## config.mk

```make
export PLATFORM = sky130hd
export DESIGN_NAME = erithcrypt_unit
export DESIGN_NICKNAME = d
export VERILOG_FILES = /design/src/verilog/erithcrypt_pkg.sv /design/src/verilog/op_issue.sv /design/src/verilog/cmd_fifo.sv /design/src/verilog/op_execute.sv /design/src/verilog/erithcrypt_unit.sv
export VERILOG_INCLUDE_DIRS = /design/src /design/src/verilog
export SDC_FILE = /design/constraint.sdc
export NUM_CORES = 1
export LEC_CHECK = 0
export BUFFER_PORTS_ARGS = -buffer_cell sky130_fd_sc_hd__buf_4
export CORE_MARGIN = 5
export CORE_UTILIZATION = 25
export CTS_CLUSTER_SIZE = 28
export DETAILED_ROUTE_END_ITERATION = 10
export PLACE_DENSITY_LB_ADDON = 0.3
export SLEW_MARGIN = 30
export SYNTH_ARGS = -nofsm -noshare
export SYNTH_HDL_FRONTEND = slang
export SYNTH_HIERARCHICAL = 1
export SYNTH_SLANG_ARGS = --single-unit
```

## constraint.sdc

```tcl
create_clock -name clk -period 25.7 [get_ports clk]
set_clock_uncertainty 0.2 [all_clocks]
set_input_delay 3.855 -clock clk [delete_from_list [all_inputs] [get_ports clk]]
set_output_delay 3.855 -clock clk [all_outputs]
set_load 0.02 [all_outputs]
```

## src/verilog/erithcrypt_config.svh

```systemverilog
`ifndef ERITHCRYPT_CONFIG_SVH
`define ERITHCRYPT_CONFIG_SVH

// global sizing for the erithcrypt unit

// operand and result width
`define ERITH_DATA_W 8

// opcode field width
`define ERITH_OP_W 4

// queued commands between issue and execute
`define ERITH_FIFO_DEPTH 4

// fixed modulus of the congruence test
`define ERITH_CONG_MOD 5

// operand to result latency of single-cycle ops is one clock
// in the executor, gcd iterates until the smaller value reaches zero
// none of these are meant to change at run time

`endif

```

## src/verilog/erithcrypt_pkg.sv

```systemverilog
`include "erithcrypt_config.svh"

package erithcrypt_pkg;

    // one operand or result word
    typedef logic [`ERITH_DATA_W-1:0] data_t;

    // command opcodes
    // 0 and 8..15 are not legal and never reach the queue
    typedef enum logic [`ERITH_OP_W-1:0] {
        op_none      = 4'd0,
        op_gcd       = 4'd1,
        op_mod       = 4'd2,
        op_shl       = 4'd3,
        op_shr       = 4'd4,
        op_mat_add   = 4'd5,
        op_mat_mul   = 4'd6,
        op_congruent = 4'd7
    } opcode_t;

    // executor FSM
    // st_idle     waits for a command, issues pop
    // st_gcd_run  one euclid step per clock
    // st_done     result_valid cycle, back to idle next
    typedef enum logic [1:0] {
        st_idle    = 2'd0,
        st_gcd_run = 2'd1,
        st_done    = 2'd2
    } exec_state_t;

    // matrix operands are 2x2 of 2-bit elements
    // row-major, element [0][0] in the top bits

endpackage

```

## src/verilog/op_issue.sv

```systemverilog
`timescale 1ns/100ps

module op_issue (
    input  logic                   clk,
    input  logic                   reset,
    input  logic                   start,
    input  erithcrypt_pkg::opcode_t op,
    input  erithcrypt_pkg::data_t  a,
    input  erithcrypt_pkg::data_t  b,
    output logic                   push,
    output erithcrypt_pkg::opcode_t push_op,
    output erithcrypt_pkg::data_t  push_a,
    output erithcrypt_pkg::data_t  push_b,
    output logic                   op_error
);

    logic legal;
    logic swap;

    // legal set is the contiguous range gcd..congruent
    assign legal = (op inside {[erithcrypt_pkg::op_gcd : erithcrypt_pkg::op_congruent]});

    // gcd and mod want the larger operand first
    // equal operands stay as they are
    assign swap = ((op == erithcrypt_pkg::op_gcd) || (op == erithcrypt_pkg::op_mod))
                  && (b > a);

    // control pulses, one cycle after start is sampled
    always_ff @(posedge clk or posedge reset) begin
        if (reset) begin
            push     <= 1'b0;
            op_error <= 1'b0;
        end else begin
            // push and op_error are mutually exclusive
            push     <= start && legal;
            op_error <= start && !legal;
        end
    end

    // command payload
    // only loaded on a strobe, held otherwise
    always_ff @(posedge clk) begin
        if (start) begin
            push_op <= op;
            if (swap) begin
                push_a <= b;
                push_b <= a;
            end else begin
                // other ops keep caller order
                push_a <= a;
                push_b <= b;
            end
        end
    end

    // an illegal opcode still updates push_op
    // harmless since push stays low for it

endmodule

```

## src/verilog/cmd_fifo.sv

```systemverilog
`timescale 1ns/100ps

`include "erithcrypt_config.svh"

module cmd_fifo (
    input  logic                    clk,
    input  logic                    reset,
    input  logic                    push,
    input  erithcrypt_pkg::opcode_t push_op,
    input  erithcrypt_pkg::data_t   push_a,
    input  erithcrypt_pkg::data_t   push_b,
    input  logic                    pop,
    output erithcrypt_pkg::opcode_t head_op,
    output erithcrypt_pkg::data_t   head_a,
    output erithcrypt_pkg::data_t   head_b,
    output logic                    empty,
    output logic                    full
);

    localparam int DEPTH = `ERITH_FIFO_DEPTH;
    localparam int PTR_W = (DEPTH > 1) ? $clog2(DEPTH) : 1;
    localparam int CNT_W = $clog2(DEPTH + 1);

    // one storage array per command field
    erithcrypt_pkg::opcode_t op_mem [DEPTH];
    erithcrypt_pkg::data_t   a_mem  [DEPTH];
    erithcrypt_pkg::data_t   b_mem  [DEPTH];

    logic [PTR_W-1:0] wr_ptr;
    logic [PTR_W-1:0] rd_ptr;
    logic [CNT_W-1:0] count;
    logic             push_ok;
    logic             pop_ok;

    assign empty = (count == '0);
    assign full  = (count == CNT_W'(DEPTH));

    // a push while full only goes in if the head leaves the same cycle
    assign push_ok = push && (!full || pop);
    assign pop_ok  = pop && !empty;

    // head is read straight out of storage
    assign head_op = op_mem[rd_ptr];
    assign head_a  = a_mem[rd_ptr];
    assign head_b  = b_mem[rd_ptr];

    // pointers wrap at DEPTH, count tracks occupancy
    always_ff @(posedge clk or posedge reset) begin
        if (reset) begin
            wr_ptr <= '0;
            rd_ptr <= '0;
            count  <= '0;
        end else begin
            if (push_ok) begin
                wr_ptr <= (wr_ptr == PTR_W'(DEPTH - 1)) ? '0 : wr_ptr + 1'b1;
            end
            if (pop_ok) begin
                rd_ptr <= (rd_ptr == PTR_W'(DEPTH - 1)) ? '0 : rd_ptr + 1'b1;
            end
            // simultaneous push and pop leave count alone
            if (push_ok && !pop_ok) begin
                count <= count + 1'b1;
            end else if (pop_ok && !push_ok) begin
                count <= count - 1'b1;
            end
        end
    end

    // storage write
    always_ff @(posedge clk) begin
        if (push_ok) begin
            op_mem[wr_ptr] <= push_op;
            a_mem[wr_ptr]  <= push_a;
            b_mem[wr_ptr]  <= push_b;
        end
    end

endmodule

```

## src/verilog/op_execute.sv

```systemverilog
`timescale 1ns/100ps

`include "erithcrypt_config.svh"

module op_execute (
    input  logic                    clk,
    input  logic                    reset,
    input  logic                    empty,
    input  erithcrypt_pkg::opcode_t head_op,
    input  erithcrypt_pkg::data_t   head_a,
    input  erithcrypt_pkg::data_t   head_b,
    output logic                    pop,
    output erithcrypt_pkg::data_t   result,
    output logic                    result_valid
);

    localparam erithcrypt_pkg::data_t CONG_MOD = `ERITH_CONG_MOD;

    erithcrypt_pkg::exec_state_t state;
    erithcrypt_pkg::data_t       alu_result;
    erithcrypt_pkg::data_t       gcd_big;
    erithcrypt_pkg::data_t       gcd_small;

    // remainder with zero divisor mapped to 0
    function automatic erithcrypt_pkg::data_t remainder(
        input erithcrypt_pkg::data_t num,
        input erithcrypt_pkg::data_t den
    );
        return (den == '0) ? '0 : num % den;
    endfunction

    // element [i][j] of a packed 2x2 matrix
    function automatic logic [1:0] elem(input erithcrypt_pkg::data_t m, input int i, input int j);
        return m[6 - 2 * (2 * i + j) +: 2];
    endfunction

    // element-wise add, 2-bit fields wrap mod 4
    function automatic erithcrypt_pkg::data_t mat_add(
        input erithcrypt_pkg::data_t x,
        input erithcrypt_pkg::data_t y
    );
        erithcrypt_pkg::data_t sum;
        for (int e = 0; e < 4; e++) begin
            sum[2 * e +: 2] = x[2 * e +: 2] + y[2 * e +: 2];
        end
        return sum;
    endfunction

    // row by column products, accumulator wraps mod 4
    function automatic erithcrypt_pkg::data_t mat_mul(
        input erithcrypt_pkg::data_t x,
        input erithcrypt_pkg::data_t y
    );
        erithcrypt_pkg::data_t prod;
        logic [1:0]            acc;
        prod = '0;
        for (int i = 0; i < 2; i++) begin
            for (int j = 0; j < 2; j++) begin
                acc = '0;
                for (int k = 0; k < 2; k++) begin
                    acc = acc + 2'(elem(x, i, k) * elem(y, k, j));
                end
                prod[6 - 2 * (2 * i + j) +: 2] = acc;
            end
        end
        return prod;
    endfunction

    // single-cycle ops straight off the fifo head
    // operands for mod already ordered by op_issue
    always_comb begin
        case (head_op)
            erithcrypt_pkg::op_mod:       alu_result = remainder(head_a, head_b);
            erithcrypt_pkg::op_shl:       alu_result = head_b[0] ? head_a << 1 : head_a;
            erithcrypt_pkg::op_shr:       alu_result = head_b[0] ? head_a >> 1 : head_a;
            erithcrypt_pkg::op_mat_add:   alu_result = mat_add(head_a, head_b);
            erithcrypt_pkg::op_mat_mul:   alu_result = mat_mul(head_a, head_b);
            erithcrypt_pkg::op_congruent: alu_result = erithcrypt_pkg::data_t'(
                remainder(head_a, CONG_MOD) == remainder(head_b, CONG_MOD));
            // gcd goes through the engine, op_none never queued
            default:                      alu_result = '0;
        endcase
    end

    // control FSM
    always_ff @(posedge clk or posedge reset) begin
        if (reset) begin
            state        <= erithcrypt_pkg::st_idle;
            pop          <= 1'b0;
            result       <= '0;
            result_valid <= 1'b0;
        end else begin
            pop          <= 1'b0;
            result_valid <= 1'b0;
            case (state)
                erithcrypt_pkg::st_idle: begin
                    if (pop) begin
                        // head is consumed at this edge
                        if (head_op == erithcrypt_pkg::op_gcd) begin
                            state <= erithcrypt_pkg::st_gcd_run;
                        end else begin
                            result       <= alu_result;
                            result_valid <= 1'b1;
                            state        <= erithcrypt_pkg::st_done;
                        end
                    end else if (!empty) begin
                        pop <= 1'b1;
                    end
                end
                erithcrypt_pkg::st_gcd_run: begin
                    // smaller value hit zero, larger one is the gcd
                    if (gcd_small == '0) begin
                        result       <= gcd_big;
                        result_valid <= 1'b1;
                        state        <= erithcrypt_pkg::st_done;
                    end
                end
                erithcrypt_pkg::st_done: state <= erithcrypt_pkg::st_idle;
                default:                 state <= erithcrypt_pkg::st_idle;
            endcase
        end
    end

    // euclid datapath, (big, small) -> (small, big mod small)
    always_ff @(posedge clk) begin
        if ((state == erithcrypt_pkg::st_idle) && pop) begin
            gcd_big   <= head_a;
            gcd_small <= head_b;
        end else if ((state == erithcrypt_pkg::st_gcd_run) && (gcd_small != '0)) begin
            gcd_big   <= gcd_small;
            gcd_small <= remainder(gcd_big, gcd_small);
        end
    end

endmodule

```

## src/verilog/erithcrypt_unit.sv

```systemverilog
`timescale 1ns/100ps

module erithcrypt_unit (
    input  logic                    clk,
    input  logic                    reset,
    input  logic                    start,
    input  erithcrypt_pkg::opcode_t op,
    input  erithcrypt_pkg::data_t   a,
    input  erithcrypt_pkg::data_t   b,
    output logic                    full,
    output logic                    op_error,
    output erithcrypt_pkg::data_t   result,
    output logic                    result_valid
);

    // issue to queue
    logic                    push;
    erithcrypt_pkg::opcode_t push_op;
    erithcrypt_pkg::data_t   push_a;
    erithcrypt_pkg::data_t   push_b;

    // queue to executor
    logic                    pop;
    logic                    empty;
    erithcrypt_pkg::opcode_t head_op;
    erithcrypt_pkg::data_t   head_a;
    erithcrypt_pkg::data_t   head_b;

    // producer, checks and orders commands
    op_issue u_issue (
        .clk      (clk),
        .reset    (reset),
        .start    (start),
        .op       (op),
        .a        (a),
        .b        (b),
        .push     (push),
        .push_op  (push_op),
        .push_a   (push_a),
        .push_b   (push_b),
        .op_error (op_error)
    );

    // buffer, full goes straight to the caller
    cmd_fifo u_fifo (
        .clk     (clk),
        .reset   (reset),
        .push    (push),
        .push_op (push_op),
        .push_a  (push_a),
        .push_b  (push_b),
        .pop     (pop),
        .head_op (head_op),
        .head_a  (head_a),
        .head_b  (head_b),
        .empty   (empty),
        .full    (full)
    );

    // consumer, results leave in queue order
    op_execute u_exec (
        .clk          (clk),
        .reset        (reset),
        .empty        (empty),
        .head_op      (head_op),
        .head_a       (head_a),
        .head_b       (head_b),
        .pop          (pop),
        .result       (result),
        .result_valid (result_valid)
    );

endmodule

```

==> flow_summary.json, run 1 <==
{
  "h-tree-depth": 4,
  "dp_cells": 1780,
  "required_ps": 25820,
  "cap_violations": 0,
  "path_max_fanout": 31,
  "ios": 34,
  "relSlewSlack_pct": 37.8,
  "synth_top_family_by_area": "compound AO/OA/AOI/OAI gates",
  "cp.arrival_ps": 15050,
  "clock-root-buffer": "clkbuf_16",
  "yosysTopAreaCell": "edfxtp_1",
  "areaGrowthSynthToFinish_pct": 11.7,
  "synth_xor_area_share_pct": 5.02,
  "final_nets": 1324,
  "ys_ff_latch": 137,
  "place_ws_ps": 10940,
  "setup_slack_ps": 10770,
  "cts.path.max_buffers": 2,
  "maxSlewViolCount": 0,
  "drc": 0,
  "yosys-top-cells-area": "edfxtp_1 29%, ha_1 11%, mux2_2 4.7%",
  "drtAntennaViolNets": 0,
  "vias_per_cell": 5.09,
  "first_global_vias": 9161,
  "crit_top_cell": "o21a_1",
  "cts.hold.buffers_added": 0,
  "post_cts_buffers": 0,
  "rsz0062_at_grt": "false",
  "synthMuxAreaShare_pct": 11.4,
  "gp_congestion": 0.846,
  "fin_setup_tns_ps": 0,
  "ys_types": 98,
  "synth_compound_gate_area_share_pct": 17.8,
  "die_area_mm2": 0.0518,
  "regToRegStartpoint": "u_fifo/rd_ptr[0]",
  "layout-drive-gt1-share_pct": 15.9,
  "hp-start": "u_issue/push_op[1]",
  "cts_tree": "done",
  "via_count": 9230,
  "fin_crit_ps": 14930,
  "avgSynthCellArea_um2": 9.96,
  "grt_use_total_pct": 11.7,
  "core_mm2": 0.0468,
  "ys_seq_area_share_pct": 33.8,
  "synth_edf_count": 116,
  "min_to": "u_fifo/op_mem[1][1]",
  "utilization_pct": 28.3,
  "r2r_cells": 55,
  "clkSinkCount": 137,
  "wl_per_cell_um": 17.3,
  "ys.flop_type": "edfxtp_1",
  "ys_top_cells_by_count": "116 x edfxtp_1, 106 x ha_1, 90 x nor2_1",
  "synth-warning-count": 6,
  "ctsResizeCount": 0,
  "r2r-end": "u_exec/result[0]",
  "overflow": 0,
  "syn_inst": 1190,
  "met1_usage_pct": 16.3,
  "antenna_found_initial": 0,
  "instances_no_fill": 1812,
  "clock_latency_ps": 420,
  "period_share_pct": 58.1,
  "grt_use_met2_pct": 18.7,
  "die_h_um": 228,
  "finalSetupViolCount": 0,
  "hp-class": "reg2reg",
  "hold_path_depth": 0,
  "dp_hpwl_mm": 23.3,
  "clk_pin_slew_worst_paths_ps": 70,
  "busiest_layer": "met2",
  "max_freq_mhz": 67.0,
  "rrSetupSlack_ps": 10770,
  "status": "complete, no violations",
  "syn_nets": 1322,
  "drt-pass1-iter-count": 8,
  "slowest_stage": "mux4_2",
  "tightest_slew_ps": 932,
  "met3_usage_pct": 1.88,
  "setup.worst_path.class": "reg2reg",
  "slowest_delay_ps": 860,
  "rows": 79,
  "fp.dieW_um": 228,
  "synth_fa_ha_area_share_pct": 11.7,
  "initialDrtViolationCount": 788,
  "antenna_cells": 0,
  "endpoint_kind": "flop",
  "ys_async_sr_fraction_pct": 15.3,
  "port_buffers": 33,
  "initial_core_util_pct": 25.3,
  "syn_area_mm2": 0.0118,
  "yosysTopAreaCellShare_pct": 29.4,
  "cts-buffers-inserted": 17,
  "grt_max_degree": 34,
  "hold_viol": 0,
  "routed_wl_mm": 31.3,
  "critPathLaunchType": "flop",
  "yosysMostFrequentCell": "edfxtp_1",
  "grt_pass1_wl_mm": 49.8,
  "synth_simple_gate_area_share_pct": 16.2
}
[final cells by class]
cell class / instances / area (um2)
sequential: 137 / 4010
fill: 4879 / 33500
timing repair buffer: 39 / 293
clock inverter: 14 / 149
multi-input combinational: 939 / 7370
clock buffer: 18 / 439
inverter: 58 / 218
tap: 607 / 759
[worst max path at each step]
stage	end	depth (start not counted)	start	slack [ps]
after floorplan	u_exec/result[0]	59	u_fifo/rd_ptr[0]	12380
after global placement	u_exec/result[0]	55	u_fifo/rd_ptr[0]	11210
after detailed placement	u_exec/result[0]	55	u_fifo/rd_ptr[0]	10940
after CTS	u_exec/result[0]	55	u_fifo/rd_ptr[0]	10880
after global routing	u_exec/result[2]	55	u_fifo/rd_ptr[0]	9580
final	u_exec/result[0]	55	u_fifo/rd_ptr[0]	10770
[per-layer routing]
| metal | vias up | share of wire, % | wire (um) |
|---|---|---|---|
| li1 | 4497 | - | - |
| met5 | - | 0 | 0 |
| met2 | 224 | 46 | 14300 |
| met3 | 42 | 4.4 | 1360 |
| met4 | 0 | 2.0 | 627 |
| met1 | 4467 | 48 | 15100 |
[worst max-delay path: cells and delay by family, from the launching register on]
family	cells	cell delay, ps
simple gates	9	2100
fa+ha+maj	7	2100
flops	1	760
mux	6	2690
compound gates	33	6950
[state kept, by name (all words and copies together), names as in the netlist, 2 cells and up]
register          flops
u_issue/push_op       4
u_fifo/rd_ptr         2
u_fifo/wr_ptr         2
u_exec/gcd_big        8
u_issue/push_b        8
u_fifo/a_mem         32
u_fifo/op_mem        16
u_exec/result         8
u_issue/push_a        8
u_exec/state          2
u_exec/gcd_small      8
u_fifo/b_mem         32
u_fifo/count          3
[per-stage QoR]
stage | instance area (um2) | hold WS [ps]
final | 13200 | 301
after global routing | 13200 | 331
after CTS | 13200 | 304
after detailed placement | 12600 | 293
after global placement | 12600 | 279
after floorplan | 11800 | 247
[cells by family (layout without fill, tap and decap cells)]
family	count (synthesis)	after routing
AND/OR/NAND/NOR	364	364
AO/OA/AOI/OAI	301	301
flip-flops	137	137
buffers and inverters	114	129
adder cells (fa/ha/maj)	109	109
multiplexers	98	98
XOR/XNOR	67	67
[placed cells by master (no fill, tap or decap), drive strengths merged, types with 21 or more instances in the layout]
cell    instances
a21o           23
a21oi          50
buf            39
dfrtp          21
edfxtp        116
ha            106
inv            66
mux2           62
nand2          83
nand2b         23
nor2           90
nor3           49
o21a           34
o21ai          81
xnor2          43
xor2           24
Power of run 1 is not shown: default switching activity piles up to over one toggle a cycle in this logic, so the estimate is an artifact.
==> inputs of run 2 (changes only) <==
==> constraint.sdc (replaced) <==
create_clock -name clk -period 12.4 [get_ports clk]
set_clock_uncertainty 0.2 [all_clocks]
set_input_delay 1.86 -clock clk [delete_from_list [all_inputs] [get_ports clk]]
set_output_delay 1.86 -clock clk [all_outputs]
set_load 0.02 [all_outputs]
==> flow_summary.json, run 2 (synthesis gave the netlist of run 1 again) <==
{
  "status": "complete, no violations",
  "via_count": 9696,
  "drtAntennaViolNets": 0,
  "reg.largest.list": "u_fifo/a_mem: 32 flops, u_fifo/b_mem: 32 flops, u_fifo/op_mem: 16 flops",
  "drt-pass1-iter-count": 5,
  "rsz0062_at_grt": "true",
  "crit_top_cell": "o21a_1",
  "cts-buffers-inserted": 17,
  "path_max_fanout": 5,
  "setup.worst_path.class": "reg2reg",
  "utilization_pct": 31.0,
  "cts.path.max_buffers": 2,
  "hold_viol": 0,
  "fin_setup_tns_ps": 0,
  "regArea_mm2": 0.00401,
  "fin_crit_ps": 12300,
  "hold_path_depth": 0,
  "clk_pin_slew_worst_paths_ps": 70,
  "clock_latency_ps": 430,
  "instances_no_fill": 1920,
  "cp.arrival_ps": 12440,
  "first_global_vias": 9347,
  "required_ps": 12550,
  "clock-root-buffer": "clkbuf_16",
  "setup_slack_ps": 103,
  "cts.hold.buffers_added": 0,
  "grt_use_total_pct": 11.8,
  "layout_commonest_cell": "buf_4",
  "vias_per_cell": 5.05,
  "die_h_um": 228,
  "cts_tree": "done",
  "place_ws_ps": -249,
  "period_share_pct": 99.2,
  "grt_pass1_wl_mm": 50.3,
  "multi_input_area_mm2": 0.00777,
  "antenna_cells": 0,
  "h-tree-depth": 4,
  "fp.dieW_um": 228,
  "tightest_slew_ps": 935,
  "layout_common_cells": "138 x buf_4, 116 x edfxtp_1, 99 x ha_1",
  "dp_cells": 1840,
  "core_mm2": 0.0468,
  "die_area_mm2": 0.0518,
  "antenna_found_initial": 0,
  "critPathLaunchType": "flop",
  "grt_max_degree": 33,
  "initialDrtViolationCount": 680,
  "fillerInstances": 4792,
  "maxSlewViolCount": 0,
  "initial_core_util_pct": 25.3,
  "r2r_cells": 58,
  "drc": 0,
  "layout-drive-gt1-share_pct": 27.1,
  "port_buffers": 33,
  "rows": 79,
  "wl_per_cell_um": 17.0,
  "relSlewSlack_pct": 37.7,
  "hp-class": "reg2reg",
  "final_nets": 1432,
  "ios": 34,
  "clkSinkCount": 137,
  "dp_hpwl_mm": 23.8,
  "endpoint_kind": "flop",
  "finalSetupViolCount": 0,
  "cap_violations": 0,
  "max_freq_mhz": 81.3,
  "overflow": 0,
  "areaGrowthSynthToFinish_pct": 22.3,
  "slowest_stage": "or4b_4",
  "routed_wl_mm": 32.6,
  "slowest_delay_ps": 480,
  "gp_congestion": 0.816
}
==> run 2: cell count changes in the layout (fill, tap and decap cells not counted), sizes merged <==
cell,previous run,this run
buf,39,145
inv,66,65
a21o,23,24
clkinvlp,2,1
clkinv,3,6
==> run 2: per-stage QoR <==
step / cell area [um2] / hold slack (ps)
CTS: 13900 / 306
global placement: 13200 / 275
detailed placement: 13200 / 290
finish: 14500 / 301
floorplan: 12000 / 247
global route: 14500 / 324
==> run 2: metal layers <==
metal,global-route usage (%),vias to the layer above,share of wire (%)
li1,-,4733,-
met3,1.64,39,3.4
met2,19.5,218,47
met1,16.5,4706,48
met5,0,-,0
met4,2.86,0,1.3
==> run 2: timing repair <==
action                     in CTS  in global routing
setup endpoints to repair      16                 16
pin swaps                       7                 81
gates resized for setup         7                 75
cloned                          0                  1
setup buffers                  10                 37
==> run 2: layout make-up <==
type	count	area share, %
repair buffers	146	7.97
clock inverters	15	1.10
flip-flops and latches	137	27.7
well taps	607	5.24
multi-input cells	940	53.6
clock buffers	17	2.94
inverters	58	1.50
==> run 2: worst max-delay path, delay by kind of cell (launching register included) <==
kind	cells	cell delay, ps
compound gates	32	5580
fa+ha+maj	7	1990
buf+inv	5	660
flops	1	430
mux	6	1930
simple gates	8	1380
==> run 2: path summary, 6_finish.rpt <==
kind	startpoint	endpoint	slack, ps
max	u_fifo/rd_ptr[0]	u_exec/result[0]	100
min	u_issue/push_a[6]	u_fifo/a_mem[1][6]	300
max reg2reg	u_fifo/rd_ptr[0]	u_exec/result[0]	100
min reg2reg	u_issue/push_a[6]	u_fifo/a_mem[1][6]	300
max in group asynchronous	reset	u_exec/result[6]	10250
min in group asynchronous	reset	u_issue/op_error	1110
Power of run 2 is left out for the same reason.
